[config.mk]
export PLATFORM = sky130hd
export DESIGN_NAME = hazard_unit
export DESIGN_NICKNAME = d
export VERILOG_FILES = /design/src/common/arm_pkg.sv /design/src/verilog/hazard_unit.sv
export VERILOG_INCLUDE_DIRS = /design/src /design/src/common
export SDC_FILE = /design/constraint.sdc
export NUM_CORES = 1
export LEC_CHECK = 0
export BUFFER_PORTS_ARGS = -buffer_cell sky130_fd_sc_hd__buf_4
export CORE_AREA = 2 2 39 41
export DETAILED_ROUTE_END_ITERATION = 8
export DIE_AREA = 0 0 41 43
export PLACE_DENSITY = 0.39
export SLEW_MARGIN = 20
export SYNTH_ARGS = -nofsm -noshare
export SYNTH_HDL_FRONTEND = slang
export SYNTH_SLANG_ARGS = --single-unit
[constraint.sdc]
create_clock -name vclk -period 1.4
set_clock_uncertainty 0.05 [all_clocks]
set_input_delay 0.21 -clock vclk [all_inputs]
set_output_delay 0.21 -clock vclk [all_outputs]
set_load 0.1 [all_outputs]
[src/common/arm_defs.svh]
`ifndef ARM_DEFS_SVH
`define ARM_DEFS_SVH

// datapath widths
`define ADDRESS_LEN      32
`define REGISTER_LEN     32
`define REG_ADDRESS_LEN  4
`define INSTR_LEN        32

// memory sizes in words
`define IMEM_DEPTH       64
`define DMEM_DEPTH       64

// data-processing opcodes
`define OP_AND           4'b0000
`define OP_EOR           4'b0001
`define OP_SUB           4'b0010
`define OP_ADD           4'b0100
`define OP_ORR           4'b1100
`define OP_MOV           4'b1101

// instruction class, bits 27:26
`define CLASS_DP         2'b00
`define CLASS_MEM        2'b01
`define CLASS_NOP        2'b11

// always-condition word of the no-op class
`define NOP_INSTR        {4'hE, `CLASS_NOP, 26'd0}

`endif

[src/common/arm_pkg.sv]
`include "arm_defs.svh"

package arm_pkg;

	// data-processing view of an instruction word
	typedef struct packed {
		logic [3:0]                  cond;
		logic [1:0]                  cls;
		logic                        imm;
		logic [3:0]                  opcode;
		logic                        s;
		logic [`REG_ADDRESS_LEN-1:0] rn;
		logic [`REG_ADDRESS_LEN-1:0] rd;
		logic [11:0]                 operand2;
	} dp_fields_t;

	// single word transfer view
	typedef struct packed {
		logic [3:0]                  cond;
		logic [1:0]                  cls;
		logic                        i;
		logic                        p;
		logic                        u;
		logic                        b;
		logic                        w;
		logic                        load;
		logic [`REG_ADDRESS_LEN-1:0] rn;
		logic [`REG_ADDRESS_LEN-1:0] rd;
		logic [11:0]                 offset;
	} mem_fields_t;

	typedef union packed {
		dp_fields_t  dp;
		mem_fields_t mem;
	} instr_u;

	// pass selects the address adder for LDR/STR
	typedef enum logic [2:0] {
		alu_and,
		alu_eor,
		alu_sub,
		alu_add,
		alu_orr,
		alu_mov,
		alu_pass
	} alu_cmd_e;

	typedef struct packed {
		logic                        valid;
		logic                        wb_en;
		logic                        mem_read;
		logic                        mem_write;
		alu_cmd_e                    alu_cmd;
		logic [`REGISTER_LEN-1:0]    val_rn;
		logic [`REGISTER_LEN-1:0]    val_op2;
		logic [`REGISTER_LEN-1:0]    val_rm;
		logic [`REG_ADDRESS_LEN-1:0] dest;
	} id_ex_t;

	typedef struct packed {
		logic                        valid;
		logic                        wb_en;
		logic                        mem_read;
		logic                        mem_write;
		logic [`REGISTER_LEN-1:0]    alu_res;
		logic [`REGISTER_LEN-1:0]    val_rm;
		logic [`REG_ADDRESS_LEN-1:0] dest;
	} ex_mem_t;

	// register write, also the retire trace
	typedef struct packed {
		logic                        wb_en;
		logic [`REG_ADDRESS_LEN-1:0] dest;
		logic [`REGISTER_LEN-1:0]    value;
	} wb_t;

	typedef struct packed {
		logic                        wb_en;
		logic [`REG_ADDRESS_LEN-1:0] dest;
	} hazard_src_t;

endpackage

[src/verilog/hazard_unit.sv]
`timescale 1ns/1ps
`include "arm_defs.svh"

module hazard_unit (
	input  logic [`REG_ADDRESS_LEN-1:0] src1,
	input  logic [`REG_ADDRESS_LEN-1:0] src2,
	input  logic                        use_src1,
	input  logic                        two_src,
	input  arm_pkg::hazard_src_t        exe,
	input  arm_pkg::hazard_src_t        mem,
	output logic                        stall
);

	logic src1_hit, src2_hit;

	function automatic logic writes_to(
		input logic [`REG_ADDRESS_LEN-1:0] idx,
		input arm_pkg::hazard_src_t        h
	);
		return h.wb_en && (h.dest == idx);
	endfunction

	// WB stage is covered by the write-first register file
	assign src1_hit = use_src1 && (writes_to(src1, exe) || writes_to(src1, mem));
	assign src2_hit = two_src && (writes_to(src2, exe) || writes_to(src2, mem));

	assign stall = src1_hit || src2_hit;

endmodule

==> metrics.yaml <==
outcome: "finished clean"
layout_common_cells: "13 x buf_4, 10 x xor2_1, 5 x nand4_1, 5 x buf_6, 4 x xnor2_1"
cp_max_fo: 2
synth.avg_cell_area_um2: 7.66
hold_path.class: "input pin to output pin"
nets: 68
p_sw_share_pct: 43.5
ys_warn_count: 0
start_util_pct: 13.8
final_common_cell: "buf_4"
period_share_pct: 98.2
synth.distinct_cells: 4
path_class: "input pin to output pin"
netlist_area_um2: 191
grt_setup_unrepaired: "true"
worstPathArrival_ns: 1.11
slew_viol_final: 0
cell_internal_pwr_uw: 80.5
grt_pass1_wl_um: 910
worst_slew_margin_rel_pct: 87.3
track_usage_pct: 6.89
endpoint_kind: "output pin"
layout-drive-gt1-share_pct: 56.5
p_seq_share_pct: 0
setup_viol: 0
die-width_um: 41
synth_cells: 25
antenna_found_initial: 0
setup-tns-final_ns: 0
synth_top_cell_area_share_pct: 54.9
clock_power_share_pct: 0
area_delta_synth_final_pct: 133
route.vias.total: 247
hpwl_um: 525
num_rows: 14
first_pass_iters: 2
synth_area_leader_cell: "xor2_1"
gp_congestion: 0.586
max_freq_mhz: 728
p_per_area_nw_per_um2: 320
syn_nets: 45
diodes: 0
drc: 0
core_area_um2: 1380
die-height_um: 43
via_per_inst: 3.98
post_cts_buffers: 0
port_buffers: 21
overflow: 0
comb_power_share_pct: 100.0
worst_pin_slew_ns: 0.190
grt_max_degree: 3
regArea_um2: 0
worstPathRequired_ns: 1.14
synth_area_leaders: "xor2_1 55%, xnor2_1 18%, nand4_1 16%"
postLayoutCoreUtil_pct: 32.2
period_minus_slack_ns: 1.37
finalWirelength_um: 597
drtIter0Drc: 1
cap_violations: 0
num_io_pins: 21
grt_pass1_vias: 248
antenna_left: 0
seq_cells: 0
vdd_drop_max_mv: 0.0861
yosysSeqAreaShare_pct: 0
p_sw_uw: 62.0
power.leakage_uw: 0.000192
num-fill-cells: 155
clkbuf_count: 0
die-area_um2: 1760
hold_viol_final: 0
wl_per_cell_um: 9.63
start_kind: "input pin"
## synthesized netlist by cell type
library cell   n
xor2_1        12
nand4_1        5
xnor2_1        4
nor3_1         4
## through the flow
stage          std cells  power [uW]  instance area, um2  worst slack (ns)  hold WS [ns]
2_1_floorplan         25        51.7                 191            -0.255          1.13
6_report              62         143                 445            0.0259         0.835
4_1_cts               62         126                 392          0.000831         0.841
5_1_grt               62         154                 445           -0.0254         0.872
3_5_place_dp          62         118                 369           -0.0771         0.868
3_3_place_gp          62         119                 369           -0.0694         0.869
## final timing paths
kind / endpoint / depth (start not counted) / from
max: stall / 6 / exe[0]
min: stall / 4 / two_src
## routing by layer
metal | GRT usage, % | up-vias | part of all wire, %
met1 | 9.81 | 106 | 39
met4 | 0 | 0 | 0
li1 | - | 129 | -
met5 | 0 | - | 0
met3 | 0.524 | 0 | 10
met2 | 11.6 | 12 | 51
## final cells by class
type | count | area (um2) | share of cell area (%)
Multi-Input combinational cell | 25 | 221 | 49.7
Tap cell | 16 | 20.0 | 4.49
Timing Repair Buffer | 21 | 204 | 45.8
## power groups by stage
| stage | registers [uW] | clock network [uW] | logic, uW |
|---|---|---|---|
| detailed placement | 0 | 0 | 118 |
| global placement | 0 | 0 | 119 |
| CTS | 0 | 0 | 126 |
| finish | 0 | 0 | 143 |
| floorplan | 0 | 0 | 51.7 |
| global route | 0 | 0 | 154 |
## repair_timing
| item | 4_1_cts | 5_1_grt |
|---|---|---|
| setup endpoints to repair | 1 | 1 |
| hold buffers | 0 | 0 |
| gates resized for setup | 6 | 11 |
| pin swaps | 9 | 7 |
## kinds of logic (layout without fill, tap and decap cells)
| group | after synthesis | count (layout) | synth area share [%] |
|---|---|---|---|
| buffers and inverters | 0 | 21 | 0 |
| and+or+nand+nor | 9 | 9 | 26.8 |
| xor gates and xnor gates | 16 | 16 | 73.2 |
## critical path: stages
cell,delay [ns]
buf_8,0.10
xor2_1,0.15
nor3_1,0.19
nand4_1,0.11
nand4_1,0.16
buf_12,0.19
Note: power is estimated with default switching activity, not from simulation.
