$ cat config.mk
export PLATFORM = sky130hd
export DESIGN_NAME = if_stage
export DESIGN_NICKNAME = d
export VERILOG_FILES = /design/src/common/arm_pkg.sv /design/src/verilog/if_stage.sv
export VERILOG_INCLUDE_DIRS = /design/src /design/src/common
export SDC_FILE = /design/constraint.sdc
export NUM_CORES = 2
export LEC_CHECK = 0
export ABC_AREA = 1
export BUFFER_PORTS_ARGS = -buffer_cell sky130_fd_sc_hd__buf_2
export CAP_MARGIN = 20
export CORE_MARGIN = 5
export CORE_UTILIZATION = 35
export CTS_CLUSTER_DIAMETER = 120
export DETAILED_ROUTE_END_ITERATION = 7
export MAX_ROUTING_LAYER = met4
export SYNTH_ARGS = -nofsm -noshare
export SYNTH_HDL_FRONTEND = slang
export SYNTH_SLANG_ARGS = --single-unit
$ cat constraint.sdc
create_clock -name clk -period 3.1 [get_ports clk]
set_input_delay 0.155 -clock clk [delete_from_list [all_inputs] [get_ports clk]]
set_output_delay 0.155 -clock clk [all_outputs]
set_load 0.02 [all_outputs]
$ cat src/common/arm_defs.svh
`ifndef ARM_DEFS_SVH
`define ARM_DEFS_SVH

// datapath widths
`define ADDRESS_LEN      32
`define REGISTER_LEN     32
`define REG_ADDRESS_LEN  4
`define INSTR_LEN        32

// memory sizes in words
`define IMEM_DEPTH       64
`define DMEM_DEPTH       64

// data-processing opcodes
`define OP_AND           4'b0000
`define OP_EOR           4'b0001
`define OP_SUB           4'b0010
`define OP_ADD           4'b0100
`define OP_ORR           4'b1100
`define OP_MOV           4'b1101

// instruction class, bits 27:26
`define CLASS_DP         2'b00
`define CLASS_MEM        2'b01
`define CLASS_NOP        2'b11

// always-condition word of the no-op class
`define NOP_INSTR        {4'hE, `CLASS_NOP, 26'd0}

`endif

$ cat src/common/arm_pkg.sv
`include "arm_defs.svh"

package arm_pkg;

	// data-processing view of an instruction word
	typedef struct packed {
		logic [3:0]                  cond;
		logic [1:0]                  cls;
		logic                        imm;
		logic [3:0]                  opcode;
		logic                        s;
		logic [`REG_ADDRESS_LEN-1:0] rn;
		logic [`REG_ADDRESS_LEN-1:0] rd;
		logic [11:0]                 operand2;
	} dp_fields_t;

	// single word transfer view
	typedef struct packed {
		logic [3:0]                  cond;
		logic [1:0]                  cls;
		logic                        i;
		logic                        p;
		logic                        u;
		logic                        b;
		logic                        w;
		logic                        load;
		logic [`REG_ADDRESS_LEN-1:0] rn;
		logic [`REG_ADDRESS_LEN-1:0] rd;
		logic [11:0]                 offset;
	} mem_fields_t;

	typedef union packed {
		dp_fields_t  dp;
		mem_fields_t mem;
	} instr_u;

	// pass selects the address adder for LDR/STR
	typedef enum logic [2:0] {
		alu_and,
		alu_eor,
		alu_sub,
		alu_add,
		alu_orr,
		alu_mov,
		alu_pass
	} alu_cmd_e;

	typedef struct packed {
		logic                        valid;
		logic                        wb_en;
		logic                        mem_read;
		logic                        mem_write;
		alu_cmd_e                    alu_cmd;
		logic [`REGISTER_LEN-1:0]    val_rn;
		logic [`REGISTER_LEN-1:0]    val_op2;
		logic [`REGISTER_LEN-1:0]    val_rm;
		logic [`REG_ADDRESS_LEN-1:0] dest;
	} id_ex_t;

	typedef struct packed {
		logic                        valid;
		logic                        wb_en;
		logic                        mem_read;
		logic                        mem_write;
		logic [`REGISTER_LEN-1:0]    alu_res;
		logic [`REGISTER_LEN-1:0]    val_rm;
		logic [`REG_ADDRESS_LEN-1:0] dest;
	} ex_mem_t;

	// register write, also the retire trace
	typedef struct packed {
		logic                        wb_en;
		logic [`REG_ADDRESS_LEN-1:0] dest;
		logic [`REGISTER_LEN-1:0]    value;
	} wb_t;

	typedef struct packed {
		logic                        wb_en;
		logic [`REG_ADDRESS_LEN-1:0] dest;
	} hazard_src_t;

endpackage

$ cat src/verilog/if_stage.sv
`timescale 1ns/1ps
`include "arm_defs.svh"

module if_stage (
	input  logic                            clk,
	input  logic                            rst_n,
	input  logic                            stall,
	input  logic                            imem_load_en,
	input  logic [$clog2(`IMEM_DEPTH)-1:0]  imem_load_addr,
	input  logic [`INSTR_LEN-1:0]           imem_load_data,
	output arm_pkg::instr_u                 instr,
	output logic [`ADDRESS_LEN-1:0]         pc
);

	localparam int IMEM_AW = $clog2(`IMEM_DEPTH);

	logic [`INSTR_LEN-1:0]   imem [0:`IMEM_DEPTH-1];
	logic [`ADDRESS_LEN-1:0] pc_inc;

	// program is written in only while the core sits in reset
	always_ff @(posedge clk) begin
		if (!rst_n && imem_load_en)
			imem[imem_load_addr] <= imem_load_data;
	end

	// byte pc, wraps at the end of instruction memory
	assign pc_inc = pc + 4;

	always_ff @(posedge clk) begin
		if (!rst_n) begin
			pc <= '0;
			instr <= `NOP_INSTR;
		end else if (!stall) begin
			pc <= {{(`ADDRESS_LEN-IMEM_AW-2){1'b0}}, pc_inc[IMEM_AW+1:0]};
			instr <= imem[pc[IMEM_AW+1:2]];
		end
	end

	a_load_in_reset: assert property (@(posedge clk) imem_load_en |-> !rst_n)
		else $error("instruction memory written while core is running");

endmodule

==> key figures <==
Clocking
  • # Post-CTS Setup Buffers: 0
  • Clock Tree Buf Depth: 3
  • Clock-pin slew on the worst setup and hold paths: around 60 ps
  • Clk_lat worst skew: about 870 ps
  • H-tree depth: 4
  • CTS tree: yes
  • Root buffer cell: clkbuf_16
  • CTS Sinks: about 2100
  • Total CTS buffers: roughly 210

Final layout
  • Synthesis-to-layout area growth: 15.8%
  • Commonest non-fill, non-tap cells in the layout: nand2_1 (2111), edfxtp_1 (2048), nor2_1 (1106), nand3_1 (801), o21ai_0 (466)
  • Commonest non-fill, non-tap cell in the layout: nand2_1
  • Final nets: 8000
  • Layout cell share with drive strength beyond 1: 0.0974

Yosys
  • Synth Area in Simple Gates: 0.193
  • XOR/XNOR Fraction of Synth Area: 0
  • Synth warn: 0
  • Register area share after synthesis: 0.724
  • Post-synth cell types: 25
  • Mux cell area share after synthesis: 0
  • Register bit count reported by yosys: 2086
  • Synth Area per Inst: ~11 um^2
  • Cell area after synthesis: 0.0860 mm^2
  • Compound-gate portion of the synthesized area: 0.0361
  • Syn Inst Count: roughly 7800
  • Synth Area in Adders: 0.000145
  • Largest family of logic cells by synthesized area: simple AND/OR/NAND/NOR gates

Floorplanning
  • Chip height: 506 um
  • Number of placement rows: 182
  • Die X: 506 um
  • Core area: 0.245 mm^2
  • I/O pin count: between 100 and 150
  • Die area: 0.256 mm^2
  • Initial core utilization: 0.351

Power
  • Leakage: 37.1 nW
  • Worst vdd ir: just over 0.0006 V
  • Pwr Density: slightly above 600 mW/mm^2

Min path
  • Hold depth: 4
  • Worst min path class: primary input to flip-flop

Timing
  • Worst Tran Pin Value: 1090 ps
  • Setup TNS: 0 ps
  • F_max: about 0.34 GHz
  • Clock skew: about 47 ps
  • Final Setup Violations: 0
  • Final slew viol count: 0
  • RSZ-0062 raised after global routing: false
  • Min Hold Slack: ~70 ps
  • Period utilization: 0.942
  • Period minus WS final: ~2900 ps
  • Fin. Hold Viols: 0
  • Relative slew slack: 0.271

Global routing
  • First-pass GRT wire length: between 300000 and 400000 um
  • Vias in the first global route: approximately 56000
  • Gr ovfl total: 0
  • Antenna violations before repair: 13
  • Largest net degree at the start of global routing: 103
  • Total global-route track usage: 0.211

Place
  • Gpl congestion: ~0.87
  • DP HPWL: 154000 um
  • Port Buffer Count: between 70 and 80

Worst setup path
  • Worst Reg-to-Reg Cells: 14
  • Slowest CP cell: inv_8
  • Worst-path cell chain: inv_8 > buf_12 > buf_4 > buf_4 > nand2_1 > nand2_1 > nand2_1 > a21oi_1 > nor2_1 > nand2_1 > nand3_1 > nand3_1 > nand2_1 > inv_1
  • Endpoint class of the critical path: flip-flop
  • Worst path max stage delay: around 400 ps
  • Worst path most repeated cell: nand2_1
  • Critical Path Fanout Max: 49
  • Crit path kind: flip-flop to flip-flop
  • CP Launch Type: flip-flop
  • CP Data Arrival Time: ~3700 ps
  • Worst EP required: 3900 ps

Route
  • Routed Wire Length: roughly 270000 um
  • Via/cell ratio: about 5.2
  • DRC viols: 8
  • Routed WL per cell: about 24 um
  • Initial DRC Count: between 7000 and 8000
  • Drt pass-1 iters: 8
  • Routed via count: 58900
  • Post-route ant nets: 0

Status
  • Failing checks: DRC
  • Outcome: finished with violations

Job
  • Max-cap viol count: 0
-- registers in the layout, indices dropped and copies added, names as in the netlist --
register,cells
instr,32
imem,2048
pc,6
-- Yosys cell counts (all sizes together) --
master	n	area share
nand2	2111	0.092
edfxtp	2048	0.71
nor2	1171	0.051
nand3	801	0.047
o21ai	468	0.027
inv	461	0.020
buf	252	0.018
clkbuf	216	0.0094
a21oi	137	0.0080
dfxtp	38	0.0088
or2	29	0.0021
o211ai	10	0.00087
nand4	8	0.00058
clkinv	3	0.00013
nor3	3	0.00017
a31oi	1	0.000073
conb	1	0.000044
ha	1	0.00015
nor4	1	0.00025
-- worst paths after layout --
kind / startpoint / to / slack (ps)
setup / recovery: pc[2] / instr[8] / 180
hold / removal: imem_load_addr[5] / imem[44][3] / 70
hold reg to reg: pc[5] / pc[5] / 590
setup reg to reg: pc[2] / instr[8] / 180
-- report_power, final --
part           internal (mW)  switching, mW  leakage (nW)
registers               31.1          0.125          18.7
clock network           13.6           10.8          3.20
logic                   1.22           3.18          15.2
-- stage by stage --
stage               instance area, um^2  power [mW]  std cells  setup slack [ps]  utilization
global route                      99600        62.0      11400              16.5        0.406
finish                            99600        60.1      11400               178        0.406
global placement                  92600        36.1      10900               232        0.378
floorplan                         86100        34.2       7785               494            -
CTS                               99500        60.3      11300               181        0.406
detailed placement                92600        36.1      10900               207        0.378
-- cell families (layout without fill, tap and decap cells) --
family	after synthesis	count (layout)
compound gates	616	616
fa+ha+maj	1	1
simple gates	4124	4124
buf+inv	932	1278
other cells	1	36
flops	2086	2086
-- what timing repair did --
action,in CTS,in global routing
hold endpoints to repair,797,178
hold buffers,33,4
gates resized for setup,0,0
-- cell type report --
type	count	area [um^2]
timing repair buffer	433	4660
antenna	10	25.0
multi-input combinational	4767	20300
clock inverter	109	1030
tap	3220	4030
inverter	464	1780
clock buffer	272	5520
sequential	2086	62300
fill	23000	146000
-- worst max-delay path, delay by kind of cell, from the launching register on --
kind / cells / cell delay [ps]
AO/OA/AOI/OAI: 1 / 150
buffers and inverters: 5 / 1170
flip-flops: 1 / 380
AND/OR/NAND/NOR: 8 / 1050
-- per-layer routing --
metal  track usage  vias up  part of all wire
met2         0.328     2915              0.46
met1         0.281    28900              0.41
met4        0.0758        0             0.039
met5             -        -                 0
li1              -    26500                 -
met3        0.0356      483             0.090
Power figures use the tool's default switching activity.
