--- src/common/arm_defs.svh ---
`ifndef ARM_DEFS_SVH
`define ARM_DEFS_SVH

// datapath widths
`define ADDRESS_LEN      32
`define REGISTER_LEN     32
`define REG_ADDRESS_LEN  4
`define INSTR_LEN        32

// memory sizes in words
`define IMEM_DEPTH       64
`define DMEM_DEPTH       64

// data-processing opcodes
`define OP_AND           4'b0000
`define OP_EOR           4'b0001
`define OP_SUB           4'b0010
`define OP_ADD           4'b0100
`define OP_ORR           4'b1100
`define OP_MOV           4'b1101

// instruction class, bits 27:26
`define CLASS_DP         2'b00
`define CLASS_MEM        2'b01
`define CLASS_NOP        2'b11

// always-condition word of the no-op class
`define NOP_INSTR        {4'hE, `CLASS_NOP, 26'd0}

`endif

--- src/common/arm_pkg.sv ---
`include "arm_defs.svh"

package arm_pkg;

	// data-processing view of an instruction word
	typedef struct packed {
		logic [3:0]                  cond;
		logic [1:0]                  cls;
		logic                        imm;
		logic [3:0]                  opcode;
		logic                        s;
		logic [`REG_ADDRESS_LEN-1:0] rn;
		logic [`REG_ADDRESS_LEN-1:0] rd;
		logic [11:0]                 operand2;
	} dp_fields_t;

	// single word transfer view
	typedef struct packed {
		logic [3:0]                  cond;
		logic [1:0]                  cls;
		logic                        i;
		logic                        p;
		logic                        u;
		logic                        b;
		logic                        w;
		logic                        load;
		logic [`REG_ADDRESS_LEN-1:0] rn;
		logic [`REG_ADDRESS_LEN-1:0] rd;
		logic [11:0]                 offset;
	} mem_fields_t;

	typedef union packed {
		dp_fields_t  dp;
		mem_fields_t mem;
	} instr_u;

	// pass selects the address adder for LDR/STR
	typedef enum logic [2:0] {
		alu_and,
		alu_eor,
		alu_sub,
		alu_add,
		alu_orr,
		alu_mov,
		alu_pass
	} alu_cmd_e;

	typedef struct packed {
		logic                        valid;
		logic                        wb_en;
		logic                        mem_read;
		logic                        mem_write;
		alu_cmd_e                    alu_cmd;
		logic [`REGISTER_LEN-1:0]    val_rn;
		logic [`REGISTER_LEN-1:0]    val_op2;
		logic [`REGISTER_LEN-1:0]    val_rm;
		logic [`REG_ADDRESS_LEN-1:0] dest;
	} id_ex_t;

	typedef struct packed {
		logic                        valid;
		logic                        wb_en;
		logic                        mem_read;
		logic                        mem_write;
		logic [`REGISTER_LEN-1:0]    alu_res;
		logic [`REGISTER_LEN-1:0]    val_rm;
		logic [`REG_ADDRESS_LEN-1:0] dest;
	} ex_mem_t;

	// register write, also the retire trace
	typedef struct packed {
		logic                        wb_en;
		logic [`REG_ADDRESS_LEN-1:0] dest;
		logic [`REGISTER_LEN-1:0]    value;
	} wb_t;

	typedef struct packed {
		logic                        wb_en;
		logic [`REG_ADDRESS_LEN-1:0] dest;
	} hazard_src_t;

endpackage

--- src/verilog/ex_stage.sv ---
`timescale 1ns/1ps
`include "arm_defs.svh"

module ex_stage (
	input  logic                 clk,
	input  logic                 rst_n,
	input  arm_pkg::id_ex_t      id_ex,
	output arm_pkg::ex_mem_t     ex_mem,
	output arm_pkg::hazard_src_t hazard
);

	logic [`REGISTER_LEN-1:0] addr_sum;
	logic [`REGISTER_LEN-1:0] alu_out;

	// address adder, shared with ADD
	assign addr_sum = id_ex.val_rn + id_ex.val_op2;

	always_comb begin
		case (id_ex.alu_cmd)
			arm_pkg::alu_and:  alu_out = id_ex.val_rn & id_ex.val_op2;
			arm_pkg::alu_eor:  alu_out = id_ex.val_rn ^ id_ex.val_op2;
			arm_pkg::alu_sub:  alu_out = id_ex.val_rn - id_ex.val_op2;
			arm_pkg::alu_add:  alu_out = addr_sum;
			arm_pkg::alu_orr:  alu_out = id_ex.val_rn | id_ex.val_op2;
			arm_pkg::alu_mov:  alu_out = id_ex.val_op2;
			arm_pkg::alu_pass: alu_out = addr_sum;
			default:           alu_out = '0;
		endcase
	end

	// instruction now in EX
	assign hazard = '{wb_en: id_ex.valid && id_ex.wb_en, dest: id_ex.dest};

	always_ff @(posedge clk) begin
		if (!rst_n) begin
			ex_mem <= '0;
		end else begin
			ex_mem.valid <= id_ex.valid;
			ex_mem.wb_en <= id_ex.wb_en;
			ex_mem.mem_read <= id_ex.mem_read;
			ex_mem.mem_write <= id_ex.mem_write;
			ex_mem.alu_res <= alu_out;
			ex_mem.val_rm <= id_ex.val_rm;
			ex_mem.dest <= id_ex.dest;
		end
	end

	a_rw_exclusive: assert property (@(posedge clk) disable iff (!rst_n)
		!(id_ex.mem_read && id_ex.mem_write))
		else $error("decode issued a load and a store together");

endmodule

--- config.mk ---
export PLATFORM = sky130hd
export DESIGN_NAME = ex_stage
export DESIGN_NICKNAME = d
export VERILOG_FILES = /design/src/common/arm_pkg.sv /design/src/verilog/ex_stage.sv
export VERILOG_INCLUDE_DIRS = /design/src /design/src/common
export SDC_FILE = /design/constraint.sdc
export NUM_CORES = 1
export LEC_CHECK = 0
export ABC_AREA = 1
export ABC_CLOCK_PERIOD_IN_PS = 6700
export BUFFER_PORTS_ARGS = -buffer_cell sky130_fd_sc_hd__buf_4
export CAP_MARGIN = 20
export CORE_MARGIN = 5
export CORE_UTILIZATION = 56
export DETAILED_ROUTE_END_ITERATION = 7
export PLACE_DENSITY = 0.84
export SETUP_SLACK_MARGIN = 0.3
export SLEW_MARGIN = 40
export SYNTH_ARGS = -nofsm -noshare
export SYNTH_HDL_FRONTEND = slang
export SYNTH_SLANG_ARGS = --single-unit
--- constraint.sdc ---
create_clock -name clk -period 6.7 [get_ports clk]
set_input_delay 1.005 -clock clk [delete_from_list [all_inputs] [get_ports clk]]
set_output_delay 1.005 -clock clk [all_outputs]
set_load 0.02 [all_outputs]
==> metrics.yaml <==
run_status:
  status: "complete, no violations"
synthesis:
  ys_types: 41
  synth_top_cell_by_area: "dfxtp_1"
  synthCells: 1147
  syn_nets: 1358
  yosysSeqAreaShare_pct: 20.2
  synth_ff_type: "dfxtp_1"
  avgSynthCellArea_um2: 6.24
  synth-edff-count: 0
  yosysTopAreaCellShare_pct: 20.2
  synthTopCellsByArea: "dfxtp_1 (20%), ha_1 (18%), nand2_1 (16%), inv_1 (13%), nor2_1 (4.9%)"
  yosys_warnings: 0
  async_flop_share_pct: 0
  syn_area_mm2: 0.00715
  ys_ff_latch: 72
critical_path:
  critPathKind: "in -> reg"
  required_ns: 6.98
  critical_path_arrival_ns: 4.40
  crit_path_start_kind: "primary input"
  critPathMaxFanout: 22
  worstSetupEndpointType: "flop"
cts:
  cts_root_buffer: "clkbuf_16"
  cts_made_buffers: 9
  post_cts_buffers: 0
  clockBufferDepth: 2
  cts_tree: "built"
  cts.sinks: 72
  cts.clk_slew.worst_paths_ns: 0.07
  cts_resized: 0
  hold_buffers: 0
  h-tree-depth: 3
pwr:
  peakVddDrop_uv: 101
  p_leak_nw: 5.34
  p_per_area_mw_per_mm2: 182
flow_run:
  cap_violations: 0
final_layout:
  drive_gt1_share_pct: 16.6
  max_flop_register: "ex_mem"
  antenna_cells: 0
  nets: 1529
  syn2layout_area_growth_pct: 24.6
  top_regs: "ex_mem (72)"
  largest_register_ffs: 72
drt:
  vias_per_cell: 5.26
  vias: 7865
  drc: 0
  routedWlPerCell_um: 16.2
  wirelength_um: 24200
  postRouteAntennaNets: 0
  dr.pass1.iters: 5
  drt-initial-drc-count: 633
timing:
  fin_ws_ns: 2.58
  setup_tns_ns: 0
  hold_viol: 0
  slew_violations: 0
  finalSetupViolations: 0
  relSlewSlack_pct: 48.1
  worst_pin_slew_ns: 0.777
  fin_crit_ns: 4.12
  rsz0062_at_grt: "no"
  post-route-period-util_pct: 61.5
  max_freq_mhz: 243
min_path:
  hold_path.class: "in -> reg"
floorplanning:
  num_rows: 41
  die_x_um: 123
  die_h_um: 123
  core_mm2: 0.0126
  die_area_mm2: 0.0151
  ios: 186
  initial_core_util_pct: 56.9
placement:
  port_buffers: 185
  hpwl_um: 19200
  gp_congestion: 0.991
  post-place-ws_ns: 2.27
grt:
  grt.overflow.total: 0
  grt_max_degree: 43
  grt_pass1_wl_um: 37800
  antenna_found_initial: 0
  grt_util_all_layers_pct: 31.9
  grt_pass1_vias: 7496
[Yosys cell counts, types with 2 or more instances]
library cell and n:
dfxtp_1 72, nor2_1 93, buf_2 14, o22ai_1 23, o21ai_0 19, nor3_1 8, nand4_1 14, xor2_1 30
nor2_4 2, o31ai_1 2, o221ai_1 5, o221a_2 4, inv_1 255, o21bai_1 6, a211oi_1 11, and2_1 2
buf_4 6, clkbuf_1 8, nand3_1 56, a221oi_1 10, inv_2 2, a31oi_1 6, nand2_1 307, nand3b_1 6
ha_1 101, o21ai_1 2, a21oi_1 69
[where the power goes]
group	leakage [nW]	internal (W)	switching, W
sequential	0.599	0.000463	0.0000123
clock	0.133	0.000253	0.000214
combinational	4.61	0.000252	0.000425
total	5.34	0.000968	0.000651
[routing by layer]
layer  vias to the layer above  track usage (%)  wire length (µm)
met5                         -                0                 0
met4                         0             9.90               470
met3                        37             5.58              2480
met2                       366             51.2             10700
met1                      3519             43.7             10600
li1                       3943                -                 -
[cell usage in the layout, fill, tap and decap left out, drive strengths merged]
cell type and count:
nand3b 6, nand3 57, fa 1, ha 101
o21bai 6, a21o 1, a21oi 69, a221oi 10
a211oi 11, nor3 8, and3 1, a31oi 6
nand4 15, o41ai 1, o21ai 23, clkinv 3
or2 2, o221a 4, o31ai 2, nor2 96
and2 2, buf 189, dfxtp 72, xor2 30
o22ai 23, o221ai 5, clkbuf 10, o31a 1
inv 259, clkinvlp 1, nand2 308
[cell families (layout without fill, tap and decap cells)]
family / Yosys count / after routing / synth area share [%]
AND/OR/NAND/NOR: 495 / 495 / 28.6
adder cells (fa/ha/maj): 102 / 102 / 17.9
XOR/XNOR: 30 / 30 / 3.67
AO/OA/AOI/OAI: 162 / 162 / 14.0
flip-flops: 72 / 72 / 20.2
buffers and inverters: 286 / 462 / 15.7
[metrics by stage]
step / power (W) / utilization, % / cells / hold slack [ns] / area (µm²)
6_report: 0.00162 / 70.9 / 1495 / 0.830 / 8910
3_5_place_dp: 0.00115 / 68.6 / 1478 / 1.19 / 8620
4_1_cts: 0.00161 / 70.8 / 1494 / 0.828 / 8900
5_1_grt: 0.00172 / 70.9 / 1495 / 0.855 / 8910
3_3_place_gp: 0.00114 / 68.6 / 1478 / 1.19 / 8620
2_1_floorplan: 0.000905 / - / 1147 / 1.10 / 7150
[path summary, 6_finish.rpt]
kind / end / depth (start not counted) / slack (ns) / from
setup / recovery: ex_mem[66] / 18 / 2.58 / id_ex[100]
hold / removal: ex_mem[11] / 3 / 0.83 / id_ex[11]
[layout make-up]
cell class,count,area [µm²]
flip-flops and latches,72,1440
repair buffers,189,1430
clock inverters,6,43.8
clock buffers,10,229
fillers,1135,3650
inverters,257,965
multi-input cells,789,4590
well taps,172,215
[worst max-delay path, stage by stage]
cell,delay (ns)
buf_4,0.15
nand2_1,0.10
inv_2,0.06
nor2_4,0.51
o21ai_4,0.29
buf_8,0.24
o21ai_2,0.12
nand2_1,0.10
xor2_1,0.18
ha_1,0.37
nand2_1,0.15
nor3_1,0.33
nand2_1,0.20
nor2_1,0.13
nand2_1,0.09
nand3_1,0.10
nand3_1,0.09
a21oi_1,0.16
No activity file was read; power rests on OpenSTA's default activity.
