[config.mk]
export PLATFORM = sky130hd
export DESIGN_NAME = id_stage
export DESIGN_NICKNAME = d
export VERILOG_FILES = /design/src/common/arm_pkg.sv /design/src/verilog/id_stage.sv
export VERILOG_INCLUDE_DIRS = /design/src /design/src/common
export SDC_FILE = /design/constraint.sdc
export NUM_CORES = 1
export LEC_CHECK = 0
export ABC_AREA = 0
export BUFFER_PORTS_ARGS = -buffer_cell sky130_fd_sc_hd__buf_2
export CORE_ASPECT_RATIO = 0.5
export CORE_MARGIN = 3
export CORE_UTILIZATION = 53
export CTS_BUF_LIST = sky130_fd_sc_hd__clkbuf_8
export DETAILED_ROUTE_END_ITERATION = 8
export GPL_ROUTABILITY_DRIVEN = 0
export HOLD_SLACK_MARGIN = 0.03
export PLACE_DENSITY = 0.82
export SKIP_LAST_GASP = 1
export SLEW_MARGIN = 30
export SYNTH_ARGS = -nofsm -noshare
export SYNTH_HDL_FRONTEND = slang
export SYNTH_SLANG_ARGS = --single-unit
[constraint.sdc]
create_clock -name clk -period 3.8 [get_ports clk]
set_clock_uncertainty 0.05 [all_clocks]
set_input_delay 0 -clock clk [delete_from_list [all_inputs] [get_ports clk]]
set_output_delay 0 -clock clk [all_outputs]
set_load 0.05 [all_outputs]
[src/common/arm_defs.svh]
`ifndef ARM_DEFS_SVH
`define ARM_DEFS_SVH

// datapath widths
`define ADDRESS_LEN      32
`define REGISTER_LEN     32
`define REG_ADDRESS_LEN  4
`define INSTR_LEN        32

// memory sizes in words
`define IMEM_DEPTH       64
`define DMEM_DEPTH       64

// data-processing opcodes
`define OP_AND           4'b0000
`define OP_EOR           4'b0001
`define OP_SUB           4'b0010
`define OP_ADD           4'b0100
`define OP_ORR           4'b1100
`define OP_MOV           4'b1101

// instruction class, bits 27:26
`define CLASS_DP         2'b00
`define CLASS_MEM        2'b01
`define CLASS_NOP        2'b11

// always-condition word of the no-op class
`define NOP_INSTR        {4'hE, `CLASS_NOP, 26'd0}

`endif

[src/common/arm_pkg.sv]
`include "arm_defs.svh"

package arm_pkg;

	// data-processing view of an instruction word
	typedef struct packed {
		logic [3:0]                  cond;
		logic [1:0]                  cls;
		logic                        imm;
		logic [3:0]                  opcode;
		logic                        s;
		logic [`REG_ADDRESS_LEN-1:0] rn;
		logic [`REG_ADDRESS_LEN-1:0] rd;
		logic [11:0]                 operand2;
	} dp_fields_t;

	// single word transfer view
	typedef struct packed {
		logic [3:0]                  cond;
		logic [1:0]                  cls;
		logic                        i;
		logic                        p;
		logic                        u;
		logic                        b;
		logic                        w;
		logic                        load;
		logic [`REG_ADDRESS_LEN-1:0] rn;
		logic [`REG_ADDRESS_LEN-1:0] rd;
		logic [11:0]                 offset;
	} mem_fields_t;

	typedef union packed {
		dp_fields_t  dp;
		mem_fields_t mem;
	} instr_u;

	// pass selects the address adder for LDR/STR
	typedef enum logic [2:0] {
		alu_and,
		alu_eor,
		alu_sub,
		alu_add,
		alu_orr,
		alu_mov,
		alu_pass
	} alu_cmd_e;

	typedef struct packed {
		logic                        valid;
		logic                        wb_en;
		logic                        mem_read;
		logic                        mem_write;
		alu_cmd_e                    alu_cmd;
		logic [`REGISTER_LEN-1:0]    val_rn;
		logic [`REGISTER_LEN-1:0]    val_op2;
		logic [`REGISTER_LEN-1:0]    val_rm;
		logic [`REG_ADDRESS_LEN-1:0] dest;
	} id_ex_t;

	typedef struct packed {
		logic                        valid;
		logic                        wb_en;
		logic                        mem_read;
		logic                        mem_write;
		logic [`REGISTER_LEN-1:0]    alu_res;
		logic [`REGISTER_LEN-1:0]    val_rm;
		logic [`REG_ADDRESS_LEN-1:0] dest;
	} ex_mem_t;

	// register write, also the retire trace
	typedef struct packed {
		logic                        wb_en;
		logic [`REG_ADDRESS_LEN-1:0] dest;
		logic [`REGISTER_LEN-1:0]    value;
	} wb_t;

	typedef struct packed {
		logic                        wb_en;
		logic [`REG_ADDRESS_LEN-1:0] dest;
	} hazard_src_t;

endpackage

[src/verilog/id_stage.sv]
`timescale 1ns/1ps
`include "arm_defs.svh"

module id_stage (
	input  logic                        clk,
	input  logic                        rst_n,
	input  logic                        stall,
	input  arm_pkg::instr_u             instr,
	input  arm_pkg::wb_t                wb,
	output logic [`REG_ADDRESS_LEN-1:0] src1,
	output logic [`REG_ADDRESS_LEN-1:0] src2,
	output logic                        use_src1,
	output logic                        two_src,
	output arm_pkg::id_ex_t             id_ex
);

	localparam int NUM_REGS = 1 << `REG_ADDRESS_LEN;

	logic [`REGISTER_LEN-1:0] regs [0:NUM_REGS-1];
	logic [`REGISTER_LEN-1:0] rn_val, rm_val, rd_val;
	arm_pkg::id_ex_t          dec;
	logic                     dec_ok;

	// write-first read port
	function automatic logic [`REGISTER_LEN-1:0] read_port(
		input arm_pkg::wb_t                w,
		input logic [`REG_ADDRESS_LEN-1:0] idx,
		input logic [`REGISTER_LEN-1:0]    stored
	);
		return (w.wb_en && w.dest == idx) ? w.value : stored;
	endfunction

	assign rn_val = read_port(wb, instr.dp.rn, regs[instr.dp.rn]);
	assign rm_val = read_port(wb, instr.dp.operand2[3:0], regs[instr.dp.operand2[3:0]]);
	assign rd_val = read_port(wb, instr.dp.rd, regs[instr.dp.rd]);

	always_ff @(posedge clk) begin
		if (!rst_n) begin
			for (int i = 0; i < NUM_REGS; i++)
				regs[i] <= '0;
		end else if (wb.wb_en) begin
			regs[wb.dest] <= wb.value;
		end
	end

	// ########################################################################
	// decode
	// ########################################################################

	always_comb begin
		dec = '0;
		dec_ok = 1'b0;
		use_src1 = 1'b0;
		two_src = 1'b0;
		src1 = instr.dp.rn;
		src2 = instr.dp.operand2[3:0];
		case (instr.dp.cls)
			`CLASS_DP: begin
				dec_ok = 1'b1;
				case (instr.dp.opcode)
					`OP_AND: dec.alu_cmd = arm_pkg::alu_and;
					`OP_EOR: dec.alu_cmd = arm_pkg::alu_eor;
					`OP_SUB: dec.alu_cmd = arm_pkg::alu_sub;
					`OP_ADD: dec.alu_cmd = arm_pkg::alu_add;
					`OP_ORR: dec.alu_cmd = arm_pkg::alu_orr;
					`OP_MOV: dec.alu_cmd = arm_pkg::alu_mov;
					default: dec_ok = 1'b0;
				endcase
				// MOV ignores rn
				use_src1 = dec_ok && (instr.dp.opcode != `OP_MOV);
				two_src = dec_ok && !instr.dp.imm;
				dec.val_op2 = instr.dp.imm ?
					{{(`REGISTER_LEN-8){1'b0}}, instr.dp.operand2[7:0]} : rm_val;
				dec.wb_en = 1'b1;
				dec.dest = instr.dp.rd;
			end
			`CLASS_MEM: begin
				dec_ok = 1'b1;
				use_src1 = 1'b1;
				// store data comes from rd
				two_src = !instr.mem.load;
				src2 = instr.mem.rd;
				dec.alu_cmd = arm_pkg::alu_pass;
				dec.val_op2 = {{(`REGISTER_LEN-12){1'b0}}, instr.mem.offset};
				dec.mem_read = instr.mem.load;
				dec.mem_write = !instr.mem.load;
				dec.wb_en = instr.mem.load;
				dec.dest = instr.mem.rd;
			end
			default: ;
		endcase
		dec.valid = dec_ok;
		dec.val_rn = rn_val;
		dec.val_rm = rd_val;
	end

	// stalls and no-ops both leave a bubble in ID/EX
	always_ff @(posedge clk) begin
		if (!rst_n)
			id_ex <= '0;
		else if (stall || !dec_ok)
			id_ex <= '0;
		else
			id_ex <= dec;
	end

endmodule

==> summary.md <==
| Metric | Value |
|---|---|
| Status | `finished, final reports clean` |
| Share of cells above drive strength 1 | `roughly 33%` |
| Startpoint Class | `input pin` |
| HPWL after DPL | `roughly 65 mm` |
| Reg2reg path depth | `5` |
| Max Fclk | `~310 MHz` |
| Final nets | `about 2.5k` |
| Clk_lat worst skew | `~0.74 ns` |
| Portion of total power attributed to sequential cells | `about half` |
| Unique masters post-synth | `38` |
| Kind of critical path | `input pin to register` |
| Largest stage delay, worst path | `slightly above 0.6 ns` |
| CP Capture Type | `register` |
| CTS Hold Bufs | `82` |
| CTS Sinks | `619` |
| Longest Clk Path Bufs | `3` |
| Mapped cell area | `around 34000 µm²` |
| Die extent in x | `approximately 360 µm` |
| Final core utilization | `between 60 and 70%` |
| Top Metal Used | `met4` |
| Clk slew on worst S/H paths | `approximately 0.070 ns` |
| GRT Total Usage | `around a third` |
| CP max-delay cell | `nor3b_1` |
| Synthesized Nets | `approximately 2.4k` |
| Setup TNS | `0 ns` |
| RSZ-0062 raised after global routing | `false` |
| Worst-Margin Slew | `~1.2 ns` |
| Synthesis-stage register bit count | `around 620` |
| Reg area | `17500 µm²` |
| Die Ht | `around 190 µm` |
| Hold depth | `5` |
| Post-Synthesis Cells | `~2.3k` |
| Global route overflow | `0` |
| Crit path DAT | `around 3.8 ns` |
| R2R Setup Slk | `1.47 ns` |
| Logic gate share of total power | `between 10% and 20%` |
| Total CTS buffers | `91` |
| Critical-path cell list | `dlygate4sd3_1, buf_2, buf_4, nor3b_1, and2_1, nand2b_1, a221o_1, dlygate4sd3_1` |
| Pwr/cell area | `414 nW/µm²` |
| CTS-repair resized insts | `0` |
| Worst Path Buf+Inv | `4` |
| H-Tree Level Count | `3` |
| Internal power | `between 0.01 and 0.015 W` |
| Pre-antenna DRT Iters | `6` |
| Root buf cell | `clkbuf_8` |
| Crit path top cell by count | `dlygate4sd3_1` |
| Clock power share | `between 30% and 40%` |
| Initial antenna violation count | `6` |
| # rows | `65` |
| Area of the multi-input gates | `between 15000 and 20000 µm²` |
| Final setup violation count | `0` |
| Vias in the first global route | `between 20k and 25k` |
| Pin count of the biggest net entering global routing | `131` |
| DR WL met3 | `17.7 mm` |
| Static leakage | `between 10 and 15 nW` |
| Crit path required time | `~4.4 ns` |
| Initial DRC Count | `~4.4k` |
| Hold Vio Cnt, Final | `0` |
| Wire per inst | `around 33 µm` |
| Initial Utilization | `between 50% and 60%` |
| DRC | `0` |
| Layout area overhead | `14.5%` |
| First-pass GRT wire length | `about 160 mm` |
| IO Pins | `around 190` |
| I/O Buffers | `about 180` |
| Max FO, Critical Path | `18` |
| Pins Over Slew Limit | `0` |
| Register area share after synthesis | `between 50 and 60%` |
| Full die area | `just under 70000 µm²` |
| Worst ir drop on vdd | `between 200 and 300 µV` |
| Routed via count | `between 20k and 25k` |
| Vias per inst | `between 7 and 8` |
| Core Area | `63400 µm²` |
| MaxCap Viol Count | `0` |
| Drt total wl | `approximately 110 mm` |
| TritonCTS clock tree | `built` |
| Metal2 WL | `between 50 and 60 mm` |
| Post-DRT Antenna Nets | `0` |
| Yosys warning count | `0` |
| Fin crit period | `~3.2 ns` |
| Setup Buffers After CTS | `0` |
| Tcrit/Tclk final | `83.7%` |
| Hold Crit Class | `input pin to register` |
| M1 wire length | `~36 mm` |
| CP Depth | `8` |
| Switching Fraction | `roughly 27%` |
| CP top delay family | `simple AND/OR/NAND/NOR gates` |
| Fill cells | `between 4k and 5k` |
| Slew headroom | `22.5%` |
| Post-Syn Area per Cell | `14.8 µm²` |
| Sw Pwr | `between 0.004 and 0.005 W` |
[cell type report]
type / count / area share (%)
diodes: 10 / 0.0641
clock buffers: 112 / 3.95
clock inverters: 59 / 1.06
inverters: 2 / 0.0192
multi-input cells: 1406 / 40.2
flip-flops and latches: 619 / 44.9
well taps: 837 / 2.68
repair buffers: 348 / 7.16
[placed cells by master, fill, tap and decap left out, types with 5 or more instances in the layout]
| master | Yosys | routed |
|---|---|---|
| a211oi_1 | 12 | 12 |
| a221o_1 | 12 | 12 |
| a22o_1 | 84 | 84 |
| a22oi_1 | 192 | 192 |
| and2_1 | 522 | 520 |
| buf_12 | 0 | 14 |
| buf_16 | 0 | 10 |
| buf_2 | 55 | 178 |
| buf_4 | 15 | 56 |
| bufinv_16 | 0 | 6 |
| clkbuf_8 | 0 | 115 |
| clkinv_1 | 0 | 5 |
| clkinv_2 | 0 | 11 |
| dfxtp_1 | 107 | 107 |
| diode_2 | 0 | 10 |
| dlygate4sd3_1 | 0 | 82 |
| edfxtp_1 | 512 | 512 |
| inv_1 | 2 | 35 |
| mux4_2 | 384 | 384 |
| nand2_1 | 91 | 91 |
| nor2_1 | 25 | 9 |
| nor2_4 | 0 | 14 |
| o21ai_4 | 0 | 12 |
| xnor2_1 | 8 | 8 |
| xor2_1 | 6 | 6 |
[worst paths after layout]
| check | startpoint | to |
|---|---|---|
| max | rst_n | id_ex[37] |
| min | instr[3] | id_ex[48] |
| max reg2reg | regs[8][9] | id_ex[45] |
| min reg2reg | regs[14][21] | id_ex[89] |
[registers in the layout, summed over array words and instances (netlist names)]
| name | cells |
|---|---|
| regs | 512 |
| id_ex | 107 |
[power groups by stage]
| stage | clock network, W | logic (W) | registers, W |
|---|---|---|---|
| 6_report | 0.00587 | 0.00234 | 0.00795 |
| 5_1_grt | 0.00614 | 0.00242 | 0.00798 |
| 4_1_cts | 0.00583 | 0.00228 | 0.00793 |
| 3_5_place_dp | 0 | 0.00221 | 0.00807 |
| 3_3_place_gp | 0 | 0.00215 | 0.00802 |
| 2_1_floorplan | 0 | 0.00146 | 0.00809 |
[cells by family (layout without fill, tap and decap cells)]
group,after synthesis,count (layout),synth area share [%]
compound gates,319,319,7.31
mux,388,388,25.5
simple gates,685,685,11.9
xor+xnor,14,14,0.360
flops,619,619,51.4
buf+inv,283,521,3.61
other cells,0,10,0
[worst min-delay path, cell delays in order]
cell and delay, ns:
buf_2 0.13, nor2b_2 0.23, a22oi_1 0.18, nand2_1 0.08, a22o_1 0.17
[metal layers]
| metal | vias to the layer above | global-route usage [%] |
|---|---|---|
| met2 | 2497 | 49.4 |
| met3 | 552 | 12.4 |
| met5 | - | 0 |
| met4 | 0 | 20.5 |
| met1 | 12106 | 41.4 |
| li1 | 9420 | - |
[synthesized netlist by cell type, drive strengths merged]
master	count	area share, %
a211oi	12	0.26
a21oi	4	0.070
a221o	12	0.35
a22o	84	2.2
a22oi	192	4.2
a31oi	1	0.018
and2	522	9.6
and3	3	0.055
buf	123	1.9
clkbuf	158	1.7
dfxtp	107	6.3
edfxtp	512	45
inv	2	0.022
mux2	4	0.13
mux4	384	25
nand2	91	1.0
nand2b	8	0.15
nand3	4	0.059
nand4	3	0.055
nor2	25	0.28
nor2b	10	0.18
nor3	9	0.18
nor3b	6	0.19
nor4	1	0.062
nor4b	1	0.026
o21ai	14	0.22
or3	1	0.018
or3b	1	0.026
xnor2	8	0.21
xor2	6	0.15
[per-stage QoR]
| step | hold WS (ns) | setup WS (ns) | instance area, µm² | instances | power [W] |
|---|---|---|---|---|---|
| 6_report | 0.0686 | 0.621 | 39000 | 3393 | 0.0162 |
| 5_1_grt | 0.0809 | 0.640 | 39000 | 3386 | 0.0165 |
| 4_1_cts | 0.0300 | 0.926 | 39000 | 3382 | 0.0160 |
| 3_5_place_dp | 0.182 | 1.29 | 36200 | 3129 | 0.0103 |
| 3_3_place_gp | 0.177 | 1.28 | 35900 | 3117 | 0.0102 |
| 2_1_floorplan | 0.0717 | 0.255 | 34100 | 2308 | 0.00956 |
Note: power is estimated with default switching activity, not from simulation.
